[config.mk]
export PLATFORM = sky130hd
export DESIGN_NAME = game_link
export DESIGN_NICKNAME = d
export VERILOG_FILES = /design/src/game_link_pkg.sv /design/src/uart_pkg.sv /design/src/link_msg_encoder.sv /design/src/link_tx_fifo.sv /design/src/uart_tx.sv /design/src/uart_rx.sv /design/src/link_msg_decoder.sv /design/src/game_link.sv
export SDC_FILE = /design/constraint.sdc
export NUM_CORES = 1
export LEC_CHECK = 0
export BUFFER_PORTS_ARGS = -buffer_cell sky130_fd_sc_hd__buf_4
export CORE_UTILIZATION = 45
export CTS_BUF_LIST = sky130_fd_sc_hd__clkbuf_16
export DETAILED_ROUTE_END_ITERATION = 10
export PLACE_DENSITY_LB_ADDON = 0.08
export SLEW_MARGIN = 20
export SYNTH_ARGS = -nofsm -noshare
export SYNTH_HDL_FRONTEND = slang
export SYNTH_SLANG_ARGS = --single-unit
[constraint.sdc]
create_clock -name clk -period 3.33 [get_ports clk]
set_input_delay 0.666 -clock clk [delete_from_list [all_inputs] [get_ports clk]]
set_output_delay 0.666 -clock clk [all_outputs]
set_load 0.02 [all_outputs]
[src/game_link_pkg.sv]
package game_link_pkg;

    // ########################################################################
    // message letters exchanged between the consoles
    // ########################################################################

    // opponent lost, so the receiver has won
    localparam logic [7:0] msg_lost  = 8'h4C;
    // player waiting in the lobby
    localparam logic [7:0] msg_ready = 8'h52;
    // player landed a hit
    localparam logic [7:0] msg_hit   = 8'h48;

    // ########################################################################
    // event bundles
    // ########################################################################

    // events raised by the local game, one-cycle pulses
    typedef struct packed {
        logic lost;
        logic ready;
        logic hit;
    } local_event_t;

    // events decoded from the opponent's messages, one-cycle pulses
    typedef struct packed {
        logic lost;
        logic ready;
        logic hit;
    } remote_event_t;

endpackage

[src/uart_pkg.sv]
package uart_pkg;

    // ########################################################################
    // 8N1 frame
    // ########################################################################

    localparam int data_bits = 8;
    localparam int bit_idx_w = $clog2(data_bits);

    // line levels
    localparam logic line_idle = 1'b1;
    localparam logic start_bit = 1'b0;
    localparam logic stop_bit  = 1'b1;

    // bit period in system clocks
    localparam logic [3:0] clks_per_bit = 4'd8;
    // receiver samples the start bit here
    localparam logic [3:0] half_bit     = clks_per_bit >> 1;

    // ########################################################################
    // transmit buffer
    // ########################################################################

    localparam int fifo_depth  = 4;
    localparam int fifo_addr_w = $clog2(fifo_depth);

endpackage

[src/link_msg_encoder.sv]
module link_msg_encoder
    import game_link_pkg::*;
(
    input  logic         clk,
    input  logic         rst,
    input  logic         multiplayer,
    input  local_event_t local_events,
    output logic [7:0]   msg_byte,
    output logic         msg_valid
);

    logic       send;
    logic [7:0] letter;

    // nothing leaves the console in single-player mode
    assign send = multiplayer && (|local_events);

    // one message per cycle, hit wins over ready, ready over lost
    always_comb begin
        if (local_events.hit) begin
            letter = msg_hit;
        end else if (local_events.ready) begin
            letter = msg_ready;
        end else begin
            letter = msg_lost;
        end
    end

    // strobe into the FIFO
    always_ff @(posedge clk) begin
        if (rst) begin
            msg_valid <= 1'b0;
        end else begin
            msg_valid <= send;
        end
    end

    // letter only matters while msg_valid is high
    always_ff @(posedge clk) begin
        if (send) begin
            msg_byte <= letter;
        end
    end

endmodule

[src/link_tx_fifo.sv]
module link_tx_fifo
    import uart_pkg::*;
(
    input  logic       clk,
    input  logic       rst,
    input  logic [7:0] wr_data,
    input  logic       wr_en,
    input  logic       rd_en,
    output logic [7:0] rd_data,
    output logic       empty
);

    logic [7:0]             mem [fifo_depth];
    logic [fifo_addr_w-1:0] wr_ptr;
    logic [fifo_addr_w-1:0] rd_ptr;
    logic [fifo_addr_w:0]   count;
    logic                   full;
    logic                   do_wr;
    logic                   do_rd;

    assign empty = (count == '0);
    assign full  = (count == (fifo_addr_w + 1)'(fifo_depth));

    // a read frees a slot in the same cycle, so write on full+read is fine
    assign do_rd = rd_en && !empty;
    assign do_wr = wr_en && (!full || do_rd);

    // head entry is visible without a read
    assign rd_data = mem[rd_ptr];

    always_ff @(posedge clk) begin
        if (do_wr) begin
            mem[wr_ptr] <= wr_data;
        end
    end

    // pointers wrap on their own since depth is a power of two
    always_ff @(posedge clk) begin
        if (rst) begin
            wr_ptr <= '0;
            rd_ptr <= '0;
            count  <= '0;
        end else begin
            if (do_wr) begin
                wr_ptr <= wr_ptr + 1'b1;
            end
            if (do_rd) begin
                rd_ptr <= rd_ptr + 1'b1;
            end
            case ({do_wr, do_rd})
                2'b10:   count <= count + 1'b1;
                2'b01:   count <= count - 1'b1;
                default: count <= count;
            endcase
        end
    end

endmodule

[src/uart_tx.sv]
module uart_tx
    import uart_pkg::*;
(
    input  logic       clk,
    input  logic       rst,
    input  logic [7:0] rd_data,
    input  logic       empty,
    output logic       rd_en,
    output logic       tx
);

    typedef enum logic [1:0] {
        tx_idle,
        tx_start,
        tx_data,
        tx_stop
    } tx_state_t;

    tx_state_t              state;
    logic [3:0]             bit_cnt;
    logic [bit_idx_w-1:0]   bit_idx;
    logic [data_bits-1:0]   shift_q;
    logic                   bit_done;

    assign bit_done = (bit_cnt == clks_per_bit - 4'd1);

    // fetch when idle, or right at the end of a stop bit for back-to-back frames
    assign rd_en = !empty && ((state == tx_idle) || (state == tx_stop && bit_done));

    always_ff @(posedge clk) begin
        if (rst) begin
            state   <= tx_idle;
            bit_cnt <= '0;
            bit_idx <= '0;
        end else begin
            bit_cnt <= (state == tx_idle || bit_done) ? 4'd0 : bit_cnt + 4'd1;
            case (state)
                tx_idle: begin
                    if (rd_en) begin
                        state <= tx_start;
                    end
                end
                tx_start: begin
                    if (bit_done) begin
                        bit_idx <= '0;
                        state   <= tx_data;
                    end
                end
                tx_data: begin
                    if (bit_done) begin
                        if (bit_idx == bit_idx_w'(data_bits - 1)) begin
                            state <= tx_stop;
                        end
                        bit_idx <= bit_idx + 1'b1;
                    end
                end
                default: begin
                    if (bit_done) begin
                        state <= rd_en ? tx_start : tx_idle;
                    end
                end
            endcase
        end
    end

    // lsb first
    always_ff @(posedge clk) begin
        if (rd_en) begin
            shift_q <= rd_data;
        end else if (state == tx_data && bit_done) begin
            shift_q <= shift_q >> 1;
        end
    end

    always_comb begin
        case (state)
            tx_start: tx = start_bit;
            tx_data:  tx = shift_q[0];
            tx_stop:  tx = stop_bit;
            default:  tx = line_idle;
        endcase
    end

endmodule

[src/uart_rx.sv]
module uart_rx
    import uart_pkg::*;
(
    input  logic       clk,
    input  logic       rst,
    input  logic       rx,
    output logic [7:0] rx_byte,
    output logic       rx_valid
);

    typedef enum logic [1:0] {
        rx_idle,
        rx_start,
        rx_data,
        rx_stop
    } rx_state_t;

    rx_state_t            state;
    logic                 rx_meta;
    logic                 rx_sync;
    logic                 rx_prev;
    logic [3:0]           bit_cnt;
    logic [bit_idx_w-1:0] bit_idx;
    logic [data_bits-1:0] shift_q;
    logic                 fall;

    // falling edge on the synchronized line
    assign fall = (rx_prev == line_idle) && (rx_sync == start_bit);

    // ########################################################################
    // synchronizer and frame FSM
    // ########################################################################

    always_ff @(posedge clk) begin
        if (rst) begin
            rx_meta  <= line_idle;
            rx_sync  <= line_idle;
            rx_prev  <= line_idle;
            state    <= rx_idle;
            bit_cnt  <= '0;
            bit_idx  <= '0;
            rx_valid <= 1'b0;
        end else begin
            rx_meta  <= rx;
            rx_sync  <= rx_meta;
            rx_prev  <= rx_sync;
            rx_valid <= 1'b0;
            bit_cnt  <= bit_cnt + 4'd1;
            case (state)
                rx_idle: begin
                    bit_cnt <= '0;
                    if (fall) begin
                        state <= rx_start;
                    end
                end
                rx_start: begin
                    // glitch shorter than half a bit goes back to idle
                    if (bit_cnt == half_bit - 4'd1) begin
                        bit_cnt <= '0;
                        bit_idx <= '0;
                        state   <= (rx_sync == start_bit) ? rx_data : rx_idle;
                    end
                end
                rx_data: begin
                    if (bit_cnt == clks_per_bit - 4'd1) begin
                        bit_cnt <= '0;
                        bit_idx <= bit_idx + 1'b1;
                        if (bit_idx == bit_idx_w'(data_bits - 1)) begin
                            state <= rx_stop;
                        end
                    end
                end
                default: begin
                    // mid stop bit, framing error drops the byte
                    if (bit_cnt == clks_per_bit - 4'd1) begin
                        rx_valid <= (rx_sync == stop_bit);
                        state    <= rx_idle;
                    end
                end
            endcase
        end
    end

    // sampled at mid bit, lsb arrives first
    always_ff @(posedge clk) begin
        if (state == rx_data && bit_cnt == clks_per_bit - 4'd1) begin
            shift_q <= {rx_sync, shift_q[data_bits-1:1]};
        end
    end

    assign rx_byte = shift_q;

endmodule

[src/link_msg_decoder.sv]
module link_msg_decoder
    import game_link_pkg::*;
(
    input  logic          clk,
    input  logic          rst,
    input  logic [7:0]    rx_byte,
    input  logic          rx_valid,
    output remote_event_t remote_events,
    output logic [7:0]    last_char
);

    remote_event_t hit_on;

    // letter compare, unknown bytes match nothing
    always_comb begin
        hit_on.lost  = (rx_byte == msg_lost);
        hit_on.ready = (rx_byte == msg_ready);
        hit_on.hit   = (rx_byte == msg_hit);
    end

    always_ff @(posedge clk) begin
        if (rst) begin
            remote_events <= '0;
            last_char     <= 8'h00;
        end else begin
            // pulses last a single cycle
            remote_events <= '0;
            if (rx_valid) begin
                remote_events <= hit_on;
                last_char     <= rx_byte;
            end
        end
    end

endmodule

[src/game_link.sv]
module game_link
    import game_link_pkg::*;
(
    input  logic          clk,
    input  logic          rst,
    input  logic          multiplayer,
    input  local_event_t  local_events,
    input  logic          rx,
    output logic          tx,
    output remote_event_t remote_events,
    output logic [7:0]    last_char
);

    logic [7:0] msg_byte;
    logic       msg_valid;
    logic [7:0] rd_data;
    logic       empty;
    logic       rd_en;
    logic [7:0] rx_byte;
    logic       rx_valid;

    // ########################################################################
    // transmit path
    // ########################################################################

    link_msg_encoder u_encoder (
        .clk          (clk),
        .rst          (rst),
        .multiplayer  (multiplayer),
        .local_events (local_events),
        .msg_byte     (msg_byte),
        .msg_valid    (msg_valid)
    );

    link_tx_fifo u_fifo (
        .clk     (clk),
        .rst     (rst),
        .wr_data (msg_byte),
        .wr_en   (msg_valid),
        .rd_en   (rd_en),
        .rd_data (rd_data),
        .empty   (empty)
    );

    uart_tx u_tx (
        .clk     (clk),
        .rst     (rst),
        .rd_data (rd_data),
        .empty   (empty),
        .rd_en   (rd_en),
        .tx      (tx)
    );

    // ########################################################################
    // receive path
    // ########################################################################

    uart_rx u_rx (
        .clk      (clk),
        .rst      (rst),
        .rx       (rx),
        .rx_byte  (rx_byte),
        .rx_valid (rx_valid)
    );

    link_msg_decoder u_decoder (
        .clk           (clk),
        .rst           (rst),
        .rx_byte       (rx_byte),
        .rx_valid      (rx_valid),
        .remote_events (remote_events),
        .last_char     (last_char)
    );

endmodule

==> results.py <==
metrics = {
    "outcome": {
        "run_status": "finished, violations left",
        "violations": "DRC",
    },
    "global_routing": {
        "grt-ovfl-total": 0,
        "grt_pass1_vias": 1834,
        "grt_pass1_wl_um": 8410,
        "gr-usage-all-layers_pct": 15.2,
        "grt_max_degree": 38,
        "antenna_found_initial": 0,
    },
    "final_layout": {
        "regArea_mm2": 0.00176,
        "area_growth_pct": 14.9,
        "final_cells": 368,
        "multiInputGateArea_mm2": 0.00123,
        "antenna_cells": 0,
        "fillerInstances": 572,
        "drive_above_1_share_pct": 15.5,
        "num-nets-final": 313,
    },
    "timing": {
        "hold_violations": 0,
        "fin_tns_setup_ns": 0,
        "slew_headroom_pct": 59.2,
        "setup-violations-final": 0,
        "fin_skew_ns": 0.00663,
        "fin_crit_sh_pct": 86.8,
        "finalMaxSlewViolations": 0,
        "setup_ws_ns": 0.439,
        "tightest_slew_ns": 0.609,
        "period_minus_slack_ns": 2.89,
        "timing.fmax_mhz": 346,
        "rsz0062_at_grt": "false",
    },
    "synthesis": {
        "synth_nets": 292,
        "yosysSeqAreaShare_pct": 57.0,
        "synth_top_area_share_pct": 29.1,
        "synthArstFlopShare_pct": 0,
        "synth_cells": 265,
        "synth_largest_area_cell": "edfxtp_1",
        "syn_area_mm2": 0.00309,
        "synth_edf_count": 30,
        "syn_area_per_cell_um2": 11.7,
        "yosysUniqueCellTypes": 48,
        "synth-warning-count": 0,
        "synth_top_cells_by_area": "edfxtp_1 (29%), dfxtp_1 (28%), ha_1 (7.7%)",
        "ys_seq_elements": 73,
        "synth_flop_cell": "dfxtp_1",
    },
    "placed_design": {
        "port_buffers": 18,
        "dp_slack_ns": 0.438,
        "dpl.cell_count": 352,
        "place.gp.congestion": 0.737,
        "hpwlAfterDp_um": 3130,
    },
    "power_and_ir_drop": {
        "seqPwrFrac_pct": 44.7,
        "pwr-share-clk_pct": 32.3,
        "p_switching_mw": 0.722,
        "switching_share_pct": 28.4,
        "peakVddDrop_mv": 0.327,
        "total_power_mw": 2.54,
        "combPwrFrac_pct": 23.0,
        "leakage_nw": 1.37,
        "p_per_area_mw_per_mm2": 716,
        "p_int_mw": 1.82,
    },
    "floorplanning": {
        "coreArea_mm2": 0.00649,
        "io_pins": 19,
        "die_h_um": 84.9,
        "initial_core_util_pct": 47.6,
        "num_rows": 29,
        "die_w_um": 84.9,
        "die_area_mm2": 0.00720,
    },
    "setup_path": {
        "critical_path.max_stage_delay_ns": 0.49,
        "critical_path_depth": 11,
        "cp.arrival_ns": 3.14,
        "startpoint_type": "flop",
        "path_buf_inv": 3,
        "cp_common_cell": "inv_1",
        "crit_fanout": 8,
        "reg2regPathDepth": 11,
        "crit_slowest_cell": "or4b_1",
        "cp_data_required_time_ns": 3.58,
        "cp_top_family": "adder cells",
        "endpoint_kind": "flop",
        "worstPathCellList": "inv_1 -> ha_1 -> or4b_1 -> o21a_1 -> inv_1 -> ha_1 -> inv_1 -> fa_1 -> xor2_1 -> or3_1 -> a21oi_1",
        "crit_type": "flop to flop",
    },
    "clock_tree": {
        "cts.clk_slew.worst_paths_ns": 0.05,
        "clock_path_buffers": 2,
        "htreeDepth": 3,
        "cts_setup_buffers": 0,
        "cts_buffers": 9,
        "cts_resized": 0,
        "insertion_delay_ns": 0.32,
        "cts_tree": "done",
        "cts_sinks": 73,
        "clockRootBuffer": "clkbuf_16",
        "cts_hold_buf": 0,
    },
    "detailed_routing": {
        "first_pass_iters": 9,
        "drc": 2,
        "ant_nets": 0,
        "wirelength_um": 4680,
        "drt_iter0_markers": 87,
        "via_per_inst": 5.17,
        "via_count": 1901,
        "post_drt_wl_per_cell_um": 12.7,
    },
    "hold_path": {
        "hold_depth": 1,
        "hold_path_class": "flop to flop",
    },
    "job": {
        "maxCapViolations": 0,
    },
}
==> state kept, by name (all words and copies together), names as in the netlist, named ones only <==
register                 flops
u_rx.rx_prev                 1
u_fifo.mem                  12
u_tx.bit_cnt                 4
u_rx.rx_meta                 1
u_decoder.last_char          8
u_rx.bit_idx                 3
u_tx.state                   2
u_rx.rx_valid                1
u_rx.state                   2
u_encoder.msg_byte           3
u_encoder.msg_valid          1
u_tx.bit_idx                 3
u_tx.shift_q                 7
u_decoder.remote_events      3
u_rx.rx_sync                 1
u_rx.rx_byte                 8
u_fifo.count                 3
u_rx.bit_cnt                 4
u_fifo.rd_ptr                2
u_fifo.wr_ptr                2
==> worst paths after layout <==
check             slack [ns]               to     startpoint
setup / recovery        0.44  u_fifo.count[2]  u_tx.state[0]
hold / removal          0.42     u_rx.rx_sync   u_rx.rx_meta
setup reg to reg        0.44  u_fifo.count[2]  u_tx.state[0]
hold reg to reg         0.42     u_rx.rx_sync   u_rx.rx_meta
==> cell families after synthesis <==
logic type	synth area share, %
mux	6.64
simple gates	15.3
fa+ha+maj	8.34
buf+inv	3.32
compound gates	7.13
flops	57.0
xor+xnor	2.27
==> final cells by class <==
cell class / instances / share of cell area [%]
Tap cell: 77 / 2.71
Sequential cell: 73 / 49.6
Inverter: 18 / 1.90
Timing Repair Buffer: 19 / 4.02
Clock inverter: 7 / 0.881
Multi-Input combinational cell: 165 / 34.5
Clock buffer: 9 / 6.34
==> power by group through the flow <==
stage                     registers, mW  clock network [mW]  logic (mW)
final                              1.14               0.821       0.584
after global routing               1.15               0.889       0.673
after CTS                          1.14               0.844       0.591
after detailed placement           1.16                   0       0.588
after global placement             1.15                   0       0.580
after floorplan                    1.14                   0       0.471
==> Yosys cell counts (all sizes together), types with 4 or more instances <==
| cell | instances |
|---|---|
| a21oi | 8 |
| and2 | 6 |
| clkbuf | 7 |
| dfxtp | 43 |
| edfxtp | 30 |
| ha | 19 |
| inv | 18 |
| mux2i | 10 |
| nand2 | 11 |
| nand2b | 4 |
| nand3b | 5 |
| nand4 | 4 |
| nor2 | 31 |
| nor3 | 8 |
| o21ai | 7 |
| xor2 | 5 |
==> cell usage in the layout, fill, tap and decap left out, types with 2 or more instances in the layout <==
cell type  synthesis  final
o22ai_1            2      2
and2_1             6      6
ha_1              19     19
mux2i_1           10     10
edfxtp_1          30     30
nand2_1           11     11
inv_1             18     21
a21o_1             2      2
nand4b_1           2      2
o21ai_0            6      6
nor2b_1            3      3
a21oi_1            8      8
nor2_1            31     31
clkinv_2           0      4
nand3_1            3      3
a222oi_1           2      2
xnor2_1            3      3
nand2b_1           4      4
nand4_1            4      4
dfxtp_1           43     43
nand3b_1           5      5
mux4_2             3      3
clkbuf_16          0      9
buf_4              0     19
o21a_1             2      2
or3_1              3      3
nor3_1             8      8
or2_2              3      3
mux2_2             2      2
xor2_1             5      5
==> per-layer routing <==
layer / vias to the layer above / wire length, µm / global-route usage [%]
met1: 893 / 2310 / 19.6
met4: 0 / 85 / 8.78
met5: - / 0 / 0
li1: 981 / - / -
met2: 21 / 2170 / 23.4
met3: 6 / 121 / 3.79
==> per-stage QoR <==
step | util [%] | cell area [µm²] | hold slack (ns)
6_report | 54.7 | 3550 | 0.425
3_3_place_gp | 50.7 | 3290 | 0.407
4_1_cts | 54.7 | 3550 | 0.429
3_5_place_dp | 50.7 | 3290 | 0.415
2_1_floorplan | - | 3090 | 0.389
5_1_grt | 54.7 | 3550 | 0.455
Note: power is estimated with default switching activity, not from simulation.
